`config.mk`:
```
export PLATFORM = sky130hd
export DESIGN_NAME = spec_display_top
export DESIGN_NICKNAME = d
export VERILOG_FILES = /design/src/spec_pkg.sv /design/src/spec_display_top.sv /design/src/spec_bar_render.sv /design/src/spec_grid_gen.sv /design/src/spec_layout.sv
export SDC_FILE = /design/constraint.sdc
export NUM_CORES = 1
export LEC_CHECK = 0
export ABC_AREA = 1
export BUFFER_PORTS_ARGS = -buffer_cell sky130_fd_sc_hd__buf_2
export CAP_MARGIN = 40
export CORE_ASPECT_RATIO = 2
export CORE_MARGIN = 4
export CORE_UTILIZATION = 45
export CTS_BUF_LIST = sky130_fd_sc_hd__clkbuf_16
export DETAILED_ROUTE_END_ITERATION = 12
export MAX_ROUTING_LAYER = met4
export PLACE_DENSITY_LB_ADDON = 0.25
export SYNTH_ARGS = -nofsm -noshare
export SYNTH_HDL_FRONTEND = slang
export SYNTH_SLANG_ARGS = --single-unit
```
`constraint.sdc`:
```
create_clock -name lcd_pclk -period 6.85 [get_ports lcd_pclk]
set_input_delay 0.685 -clock lcd_pclk [delete_from_list [all_inputs] [get_ports lcd_pclk]]
set_output_delay 0.685 -clock lcd_pclk [all_outputs]
set_load 0.02 [all_outputs]
```
`src/spec_pkg.sv`:
```
// ----------------------------------------
// spectrum display shared package
// pixel types, colours and layout constants
// ----------------------------------------
package spec_pkg;

    // ----------------------------------------
    // basic types
    // ----------------------------------------
    typedef logic [10:0] coord_t;    // screen coordinate
    typedef logic [23:0] rgb_t;      // rgb888 colour

    // current pixel from the lcd timing
    typedef struct packed {
        coord_t x;
        coord_t y;
    } pixel_pos_t;

    // panel settings
    typedef struct packed {
        coord_t      h_disp;
        coord_t      v_disp;
        logic [15:0] lcd_id;
    } disp_cfg_t;

    // registered frame and bar geometry
    typedef struct packed {
        logic [3:0] step;         // bar width in pixels
        coord_t     x_start;
        coord_t     x_end;
        coord_t     y_start;      // top of frame
        coord_t     y_end;        // base line
        logic       small_panel;  // 800x480 class panel
    } layout_t;

    // which red feature covers the pixel
    typedef struct packed {
        logic vline;
        logic hline;
    } grid_hit_t;

    // ----------------------------------------
    // colours
    // ----------------------------------------
    localparam rgb_t COLOR_WHITE = 24'hff_ff_ff;
    localparam rgb_t COLOR_RED   = 24'hff_00_00;
    localparam rgb_t COLOR_BLUE  = 24'h00_00_ff;

    // ----------------------------------------
    // layout constants
    // ----------------------------------------
    localparam coord_t H_OFFSET   = 11'd64;   // left margin
    localparam coord_t V_OFFSET   = 11'd44;   // bottom margin
    localparam coord_t FFT_POINTS = 11'd120;  // bars on screen
    localparam coord_t GRID_BINS  = 11'd20;   // bars per vertical grid cell
    localparam int     GRID_LINES = 6;

    // horizontal spacing counted in half rows
    localparam logic [9:0] HGRID_SMALL = 10'd25;
    localparam logic [9:0] HGRID_LARGE = 10'd50;

    localparam coord_t SPAN_SMALL = 11'd250;  // frame height, small panel
    localparam coord_t SPAN_LARGE = 11'd500;

    localparam logic [7:0] SMALL_PANEL_ID = 8'h84;
    localparam coord_t     REQ_LEAD       = 11'd3;  // request lead before bar end

endpackage
```
`src/spec_display_top.sv`:
```
// ----------------------------------------
// lcd spectrum display top
// layout, grid and bar renderer
// ----------------------------------------
module spec_display_top import spec_pkg::*; (
    input  logic        lcd_pclk,
    input  logic        rst_n,
    input  logic [15:0] lcd_id,
    input  coord_t      h_disp,
    input  coord_t      v_disp,
    input  coord_t      pixel_xpos,
    input  coord_t      pixel_ypos,
    input  logic [7:0]  fft_point_cnt,  // bin index from fft source
    input  logic [7:0]  fft_data,       // bin magnitude
    output rgb_t        pixel_data,
    output logic        data_req,
    output logic        fft_point_done
);

    disp_cfg_t  cfg;
    pixel_pos_t pos;
    layout_t    layout;
    grid_hit_t  grid;

    assign cfg = '{h_disp: h_disp, v_disp: v_disp, lcd_id: lcd_id};
    assign pos = '{x: pixel_xpos, y: pixel_ypos};

    // ----------------------------------------
    // blocks
    // ----------------------------------------
    spec_layout layout_i (
        .lcd_pclk (lcd_pclk),
        .rst_n    (rst_n),
        .cfg      (cfg),
        .layout   (layout)
    );

    spec_grid_gen grid_i (
        .pos    (pos),
        .layout (layout),
        .grid   (grid)
    );

    spec_bar_render render_i (
        .lcd_pclk       (lcd_pclk),
        .rst_n          (rst_n),
        .pos            (pos),
        .layout         (layout),
        .grid           (grid),
        .h_disp         (cfg.h_disp),
        .half_scale     (cfg.lcd_id[2]),   // 1 px per magnitude step
        .fft_point_cnt  (fft_point_cnt),
        .fft_data       (fft_data),
        .pixel_data     (pixel_data),
        .data_req       (data_req),
        .fft_point_done (fft_point_done)
    );

endmodule

```
`src/spec_bar_render.sv`:
```
// ----------------------------------------
// spectrum bar renderer
// fft request strobes and final pixel colour
// ----------------------------------------
module spec_bar_render import spec_pkg::*; (
    input  logic       lcd_pclk,
    input  logic       rst_n,
    input  pixel_pos_t pos,
    input  layout_t    layout,
    input  grid_hit_t  grid,
    input  coord_t     h_disp,
    input  logic       half_scale,     // lcd_id bit 2
    input  logic [7:0] fft_point_cnt,
    input  logic [7:0] fft_data,
    output rgb_t       pixel_data,
    output logic       data_req,
    output logic       fft_point_done
);

    // ----------------------------------------
    // current bar window
    // ----------------------------------------
    coord_t     bar_lo;      // first pixel of the bar
    coord_t     bar_hi;      // first pixel past the bar
    coord_t     req_x;       // request position
    logic       in_bar_x;

    assign bar_lo = coord_t'(fft_point_cnt) * coord_t'(layout.step) + H_OFFSET;
    assign bar_hi = bar_lo + coord_t'(layout.step);
    assign req_x  = bar_hi - REQ_LEAD;

    assign in_bar_x = (pos.x >= bar_lo) && (pos.x < bar_hi);

    // ----------------------------------------
    // bar height
    // ----------------------------------------
    logic [8:0] bar_height;
    coord_t     bar_top;
    logic       in_bar_y;
    logic       in_bar;

    // small panels show the raw magnitude, others twice it
    assign bar_height = half_scale ? {1'b0, fft_data} : {fft_data, 1'b0};
    assign bar_top    = layout.y_end - coord_t'(bar_height);

    assign in_bar_y = (bar_height != 9'd0) &&
                      (pos.y >= bar_top) && (pos.y <= layout.y_end);

    assign in_bar = in_bar_x && in_bar_y;

    // ----------------------------------------
    // fft source strobes
    // ----------------------------------------
    always_ff @(posedge lcd_pclk or negedge rst_n) begin
        if (!rst_n) begin
            data_req       <= 1'b0;
            fft_point_done <= 1'b0;
        end else begin
            // ask for the next bin a few pixels before this bar ends
            data_req       <= (pos.x == req_x) && (pos.y >= layout.y_start);
            fft_point_done <= (pos.x == h_disp - 11'd1);  // end of line
        end
    end

    // ----------------------------------------
    // pixel colour
    // ----------------------------------------
    always_ff @(posedge lcd_pclk or negedge rst_n) begin
        if (!rst_n) begin
            pixel_data <= COLOR_WHITE;
        end else begin
            if (grid.vline) begin
                pixel_data <= COLOR_RED;
            end else if (grid.hline) begin
                pixel_data <= COLOR_RED;
            end else if (in_bar) begin
                pixel_data <= COLOR_BLUE;
            end else begin
                pixel_data <= COLOR_WHITE;  // background
            end
        end
    end

endmodule

```
`src/spec_grid_gen.sv`:
```
// ----------------------------------------
// frame and grid line detector
// flags pixels on red vertical or horizontal lines
// ----------------------------------------
module spec_grid_gen import spec_pkg::*; (
    input  pixel_pos_t pos,
    input  layout_t    layout,
    output grid_hit_t  grid
);

    // ----------------------------------------
    // vertical lines
    // ----------------------------------------
    logic   in_yspan;     // between frame top and base
    logic   on_left_edge;
    logic   on_vtap;
    coord_t vgrid_pitch;  // pixels between vertical lines

    assign in_yspan = (pos.y >= layout.y_start) && (pos.y <= layout.y_end);

    // two pixel wide left edge
    assign on_left_edge = (pos.x == layout.x_start - 11'd1) ||
                          (pos.x == layout.x_start);

    assign vgrid_pitch = GRID_BINS * coord_t'(layout.step);

    // one line every GRID_BINS bars, the last one is the right edge
    always_comb begin
        on_vtap = 1'b0;
        for (int k = 1; k <= GRID_LINES; k++) begin
            if (pos.x == layout.x_start + coord_t'(k) * vgrid_pitch) begin
                on_vtap = 1'b1;
            end
        end
    end

    // ----------------------------------------
    // horizontal lines
    // ----------------------------------------
    logic       in_xspan;
    logic [9:0] half_row;      // y in half rows
    logic [9:0] half_base;
    logic [9:0] hgrid_pitch;
    logic       on_htap;

    assign in_xspan = (pos.x >= layout.x_start - 11'd1) &&
                      (pos.x <= layout.x_end - 11'd1);

    // lines are two rows thick, compare on y/2
    assign half_row  = pos.y[10:1];
    assign half_base = layout.y_end[10:1];

    assign hgrid_pitch = layout.small_panel ? HGRID_SMALL : HGRID_LARGE;

    // base line plus the level lines above it
    always_comb begin
        on_htap = 1'b0;
        for (int k = 0; k < GRID_LINES; k++) begin
            if (half_row == half_base - 10'(k) * hgrid_pitch) begin
                on_htap = 1'b1;
            end
        end
    end

    // ----------------------------------------
    // result
    // ----------------------------------------
    always_comb begin
        grid.vline = in_yspan && (on_left_edge || on_vtap);
        grid.hline = in_xspan && on_htap;
    end

endmodule

```
`src/spec_layout.sv`:
```
// ----------------------------------------
// spectrum layout registers
// frame corners and bar step from panel size and id
// ----------------------------------------
module spec_layout import spec_pkg::*; (
    input  logic      lcd_pclk,
    input  logic      rst_n,
    input  disp_cfg_t cfg,
    output layout_t   layout
);

    logic [3:0] step_nxt;
    coord_t     x_end_nxt;
    coord_t     y_end_nxt;
    coord_t     span;
    logic       small_nxt;

    // 128 px per step unit, one less to leave room for the frame
    assign step_nxt  = cfg.h_disp[10:7] - 4'd1;
    assign x_end_nxt = H_OFFSET + coord_t'(step_nxt) * FFT_POINTS;

    assign small_nxt = (cfg.lcd_id[7:0] == SMALL_PANEL_ID);
    assign span      = small_nxt ? SPAN_SMALL : SPAN_LARGE;

    assign y_end_nxt = cfg.v_disp - V_OFFSET;  // base line

    // ----------------------------------------
    // geometry register
    // ----------------------------------------
    always_ff @(posedge lcd_pclk or negedge rst_n) begin
        if (!rst_n) begin
            layout <= '0;
        end else begin
            layout.step        <= step_nxt;
            layout.x_start     <= H_OFFSET;
            layout.x_end       <= x_end_nxt;
            layout.y_start     <= y_end_nxt - span;  // top of frame
            layout.y_end       <= y_end_nxt;
            layout.small_panel <= small_nxt;
        end
    end

endmodule

```
After elaboration in Yosys (flattened, before gate mapping). Index checks and enable logic that the tools add are counted.

$add $sub $neg: 22. $mul: 8. Magnitude comparators: 7. Eq/ne operators: 17. Mux-type cells: 18. Reductions and logical operators: 12.

Operator list (number): $eq 11x11->1 (9); $mux 24 (3); $eq 10x10->1 (6); $sub 10x10->10 (5); $add 7x11->11 (4); $ge 11x11->1 (4); $le 11x11->1 (2); $sub 11x1->11 const B (2); $mux 9 (2); $mux 1 (12); $add 11x4->11 (1); $add 11x7->11 const B (1); $add 7x10->11 (1); $add 7x11->11 const A (1); $eq 11x7->1 (1); $lt 11x11->1 (1); $mul 8x4->11 (1); $sub 11x11->11 (1); $sub 11x2->11 const B (1); $sub 11x6->11 const B (1); $sub 11x9->11 (1); $add 7x9->10 (1); $mul 2x10->10 const A (1); $mul 3x10->10 const A (1); other kinds (12) (21).

Bits in registers: 65. Input port bits: 78. Output and inout bits: 26. Word-level logic and storage cells: 93.

Logic depth before layout (Yosys ltp).
Word-level depth: 12. Gate-level depth with buffers: 27. Mapped depth without buffers: 26.

Hierarchy. A second synthesis with hierarchy kept.

Cells, all modules: 2064. Area total of the unflattened synthesis: 13431.6 µm².

Modules (own cells, without submodules): spec_grid_gen (instances 1, cells an instance 1190, area an instance 7089.3 µm², seq. area each 0.0 µm²); spec_bar_render (instances 1, cells an instance 665, area an instance 4349.2 µm², seq. area each 128.9 µm²); spec_layout (instances 1, cells an instance 209, area an instance 1993.2 µm², seq. area each 850.8 µm²).

Least setup slack after synthesis. OpenSTA, ideal clock, no wires.

Path kind: reg2reg. Start: register, netlist name layout_i.layout[46]. End: register render_i.pixel_data[22]. Setup time: 0.086 ns. Arrival: 4.517 ns. Required time: 6.764 ns. Slack: 2.247 ns. Cell stages (with the launch flop): 25. Path buffers: 1. Period minus slack after synthesis: 4.603 ns. Cells stage by stage: dfrtp_1 > buf_1 > nand2_1 > inv_1 > fa_1 > fa_1 > ha_1 > ha_1 > fa_1 > nand2_1 > inv_1 > a21boi_0 > nand2_1 > nand2_1 > nand2_1 > ha_1 > nand2_1 > nor2_1 > nor3b_1 > o21ai_0 > a21o_1 > a21oi_1 > a21oi_1 > nor2_1 > nand3_1.

Cells in the longest elaborated chain, start to end: 12. Elaborated cells on any way between the ends: 34. Those cells by class: add/sub (8); mul (5); order compare (2); eq/ne (6); mux (9); reduce/logical (4).

Ends and longest elaborated chain: branches (longest 11 deep; another with $add 7x11->11); $mux 24 * (RTL line spec_bar_render.sv:72) `if (grid.vline) begin`; to (signal assigned) (RTL line spec_bar_render.sv:73) `pixel_data <= COLOR_RED;`; to (signal assigned) (RTL line spec_bar_render.sv:75) `pixel_data <= COLOR_RED;`; to (signal assigned) (RTL line spec_bar_render.sv:77) `pixel_data <= COLOR_BLUE;`; to (decl) (RTL line spec_bar_render.sv:15) `output rgb_t pixel_data,`.

Every way passes the cells marked *.

Final worst setup path.
Start: register, netlist name layout_i.layout[46]. End: register render_i.pixel_data[22].

Cells in the longest elaborated chain, start to end: 12. Elaborated cells on any way between the ends: 34. Those cells by class: add/sub (8); mul (5); order compare (2); eq/ne (6); mux (9); reduce/logical (4).

Ends and longest elaborated chain (RTL line): branches (longest 11 deep; another with $add 7x11->11); $mux 24 * (spec_bar_render.sv:72).

Marks and branches as above.

==> metrics.md <==
| Metric | Value |
|---|---|
| Status | `finished clean` |
| Max Freq | `0.194 GHz` |
| DR iter-0 viols | `384` |
| Simple logic cell fraction of the synthesized area | `34.4%` |
| Final setup viols | `0` |
| Crit Path Max Fanout | `17` |
| Synthesized area | `0.0105 sq mm` |
| DIE HEIGHT | `224 um` |
| Clk sink count | `39` |
| Worst-Skew Late Latency | `0.28 ns` |
| Main combinational cell family by area after synthesis | `simple AND/OR/NAND/NOR gates` |
| Sequential share of the synthesized area | `9.33%` |
| Post-layout minimum cycle time | `5.15 ns` |
| Drt first pass iters | `5` |
| Post-CTS sizing | `0` |
| Adder-cell share of the synthesized area | `26.7%` |
| Final HPWL DP | `28100 um` |
| I/O pins | `104` |
| Syn_nets | `1956` |
| Final slew viol count | `0` |
| Unrepaired setup endpoints after global routing | `false` |
| FF-to-FF setup slack | `1.70 ns` |
| Post-synthesis mux area share | `0%` |
| Final wirelength | `32800 um` |
| Full die area | `0.0260 sq mm` |
| Total CTS buffers | `5` |
| Final hold violations | `0` |
| Worst Path Required | `7.05 ns` |
| Worst setup SP type | `flop` |
| Xor/xnor cell area share of the yosys netlist | `9.82%` |
| Initial antenna violation count | `0` |
| Die extent in x | `116 um` |
| Reg2reg path depth | `23` |
| Largest net degree at the start of global routing | `28` |
| Synth Area in Compound Gates | `7.86%` |
| Number of different library cells in the post-synthesis netlist | `48` |
| R2r startpoint | `layout_i.layout[46]` |
| Core Util, Final | `49.6%` |
| Least-Margin Pin Slew | `0.792 ns` |
| Vias in the first global route | `10800` |
| Avg WL per Cell | `16.2 um` |
| N_diodes | `0` |
| Pwr Density | `225 mW/mm^2` |
| GPL Wtd Cong | `1.09` |
| Postcts setup bufs | `0` |
| Global route overflow | `0` |
| Worst-path clk slew | `0.05 ns` |
| Post-Synthesis Cells | `1668` |
| Yosys warning total | `0` |
| Maximum clock insertion buffer count | `2` |
| Pleak | `6.52 nW` |
| H-tree depth | `2` |
| Worst Hold Class | `primary input to async pin` |
| RR Endpoint | `render_i.pixel_data[22]` |
| Worst slack at placement | `1.68 ns` |
| Maxcap violations | `0` |
| Relative slew slack | `47.2%` |
| DR vias | `10800` |
| Worst setup EP type | `flop` |
| Vias/cell | `5.36` |
| TritonCTS clock tree | `built` |
| Setup TNS | `0 ns` |
| First-pass GRT wire length | `52500 um` |
| Number of synthesized flops with an enable pin | `0` |
| Overall routing resource usage | `26.3%` |
| Register bit total from synthesis | `39` |
| DRC violations left | `0` |
| Fin crit share | `75.2%` |
| Site Rows | `78` |
| CTS Root Cell | `clkbuf_16` |
| Asr flop ratio synth | `100%` |
| Area growth from synthesis to layout | `7.91%` |
| WP data arrival | `5.35 ns` |
| Antenna Nets Post-Route | `0` |
| CTS Hold Buffers Added | `0` |
| Post-route clock skew | `0.00196 ns` |
| Core area | `0.0228 sq mm` |
| Port Buffer Count | `95` |
| Final nets | `2027` |
| Initial Util | `46.0%` |
| Max IR drop VDD | `0.136 mV` |
| Main synth FF type | `dfrtp_1` |
| Share of cells above drive strength 1 | `7.82%` |
| Worst Path Class, Setup | `flop to flop` |
| Mean Syn Cell Area | `6.29 sq um` |
| Fin worst setup slack | `1.70 ns` |
## critical path, cell delays in order (launching register included)
cell,delay [ns]
dfrtp_1,0.85
nand2_1,0.10
inv_1,0.11
fa_1,0.41
fa_1,0.46
ha_1,0.31
ha_1,0.23
fa_1,0.54
nand2_1,0.12
inv_1,0.04
a21boi_0,0.21
nand2_1,0.12
nand2_1,0.08
nand2_1,0.13
ha_1,0.32
nand2_1,0.08
nor2_1,0.04
nor3b_1,0.16
o21ai_0,0.11
a21o_1,0.17
a21oi_1,0.13
a21oi_1,0.08
nor2_1,0.17
nand3_1,0.09
## layout by cell type, fill, tap and decap left out, types with 3 or more instances in the layout
cell / count
nand2_1: 487
a21o_1: 4
xnor2_1: 48
nand3_1: 145
clkinv_1: 3
nor3_1: 21
fa_1: 24
nand3b_1: 10
a21oi_1: 72
inv_1: 264
o2111ai_1: 4
buf_2: 96
xor2_1: 66
o21bai_1: 3
dfstp_2: 3
buf_4: 4
a31oi_1: 4
clkbuf_16: 5
nor2_1: 124
nand2_2: 6
dfrtp_1: 36
o21ai_0: 42
nor4_1: 5
a211oi_1: 3
or2_2: 9
nand4_1: 32
ha_1: 186
o21a_1: 3
## cells by family (layout without fill, tap and decap cells)
logic type	count (synthesis)	count (layout)
AND/OR/NAND/NOR	850	850
buffers and inverters	304	376
flip-flops	39	39
XOR/XNOR	116	116
other	1	1
AO/OA/AOI/OAI	148	148
adder cells (fa/ha/maj)	210	210
## sequential cells by signal, indices dropped and copies added, names as in the netlist
| signal | count |
|---|---|
| render_i.data_req | 1 |
| render_i.pixel_data | 3 |
| render_i.fft_point_done | 1 |
| layout_i.layout | 34 |
## stage by stage
| step | total power, mW | cells | hold WS (ns) | cell area, sq um |
|---|---|---|---|---|
| finish | 2.55 | 2020 | 0.287 | 11300 |
| global route | 2.87 | 2020 | 0.307 | 11300 |
| CTS | 2.56 | 2019 | 0.291 | 11300 |
| detailed placement | 2.25 | 2011 | 0.592 | 11100 |
| global placement | 2.21 | 2010 | 0.827 | 11100 |
| floorplan | 1.83 | 1668 | 0.389 | 10500 |
## area by class of cell
cell class                 instances  area, sq um
inverter                         267         1000
timing repair buffer             101          531
clock inverter                     3         63.8
sequential                        39          980
tap                              280          350
fill                            2454        11500
clock buffer                       5          125
multi-input combinational       1325         8280
## how the worst max path moves through the flow
| stage | startpoint | end | slack, ns | cells past startpoint |
|---|---|---|---|---|
| after floorplan | layout_i.layout[46] | render_i.pixel_data[22] | 2.25 | 24 |
| after global placement | layout_i.layout[46] | render_i.pixel_data[22] | 1.73 | 23 |
| after detailed placement | layout_i.layout[46] | render_i.pixel_data[22] | 1.68 | 23 |
| after CTS | layout_i.layout[46] | render_i.pixel_data[22] | 1.67 | 23 |
| after global routing | layout_i.layout[46] | render_i.pixel_data[22] | 1.22 | 23 |
| final | layout_i.layout[46] | render_i.pixel_data[22] | 1.70 | 23 |
## layer usage
layer  routed length [um]  track usage [%]  share of wire, %
met5                    0                -                 0
met4                 2280             14.2               6.9
met3                 1050             2.05               3.2
met2                18800             52.7                57
met1                10700             22.9                33
## power breakdown
part / switching [mW] / internal [mW] / total (mW)
clock: 0.0853 / 0.207 / 0.292
combinational: 1.22 / 0.718 / 1.94
sequential: 0.0498 / 0.269 / 0.319
## Yosys cell counts, types with 4 or more instances
master       n  share of area (%)
a21o_1       4               0.29
xor2_1      66                5.5
nor4_1       5               0.30
dfrtp_1     36                8.6
nand3b_1    10               0.72
or2_2        9               0.54
buf_4       21                1.5
inv_1      263                9.4
nand3_1    145                6.9
nand2_1    487                 17
nor2_1     124                4.4
nand2_2      6               0.36
a21oi_1     72                3.4
o2111ai_1    4               0.33
o21ai_0     42                2.0
fa_1        24                4.6
nor3_1      21                1.0
a31oi_1      4               0.24
buf_2       10               0.48
nand4_1     32                1.9
xnor2_1     48                4.0
ha_1       186                 22
Note: power is estimated with default switching activity, not from simulation.
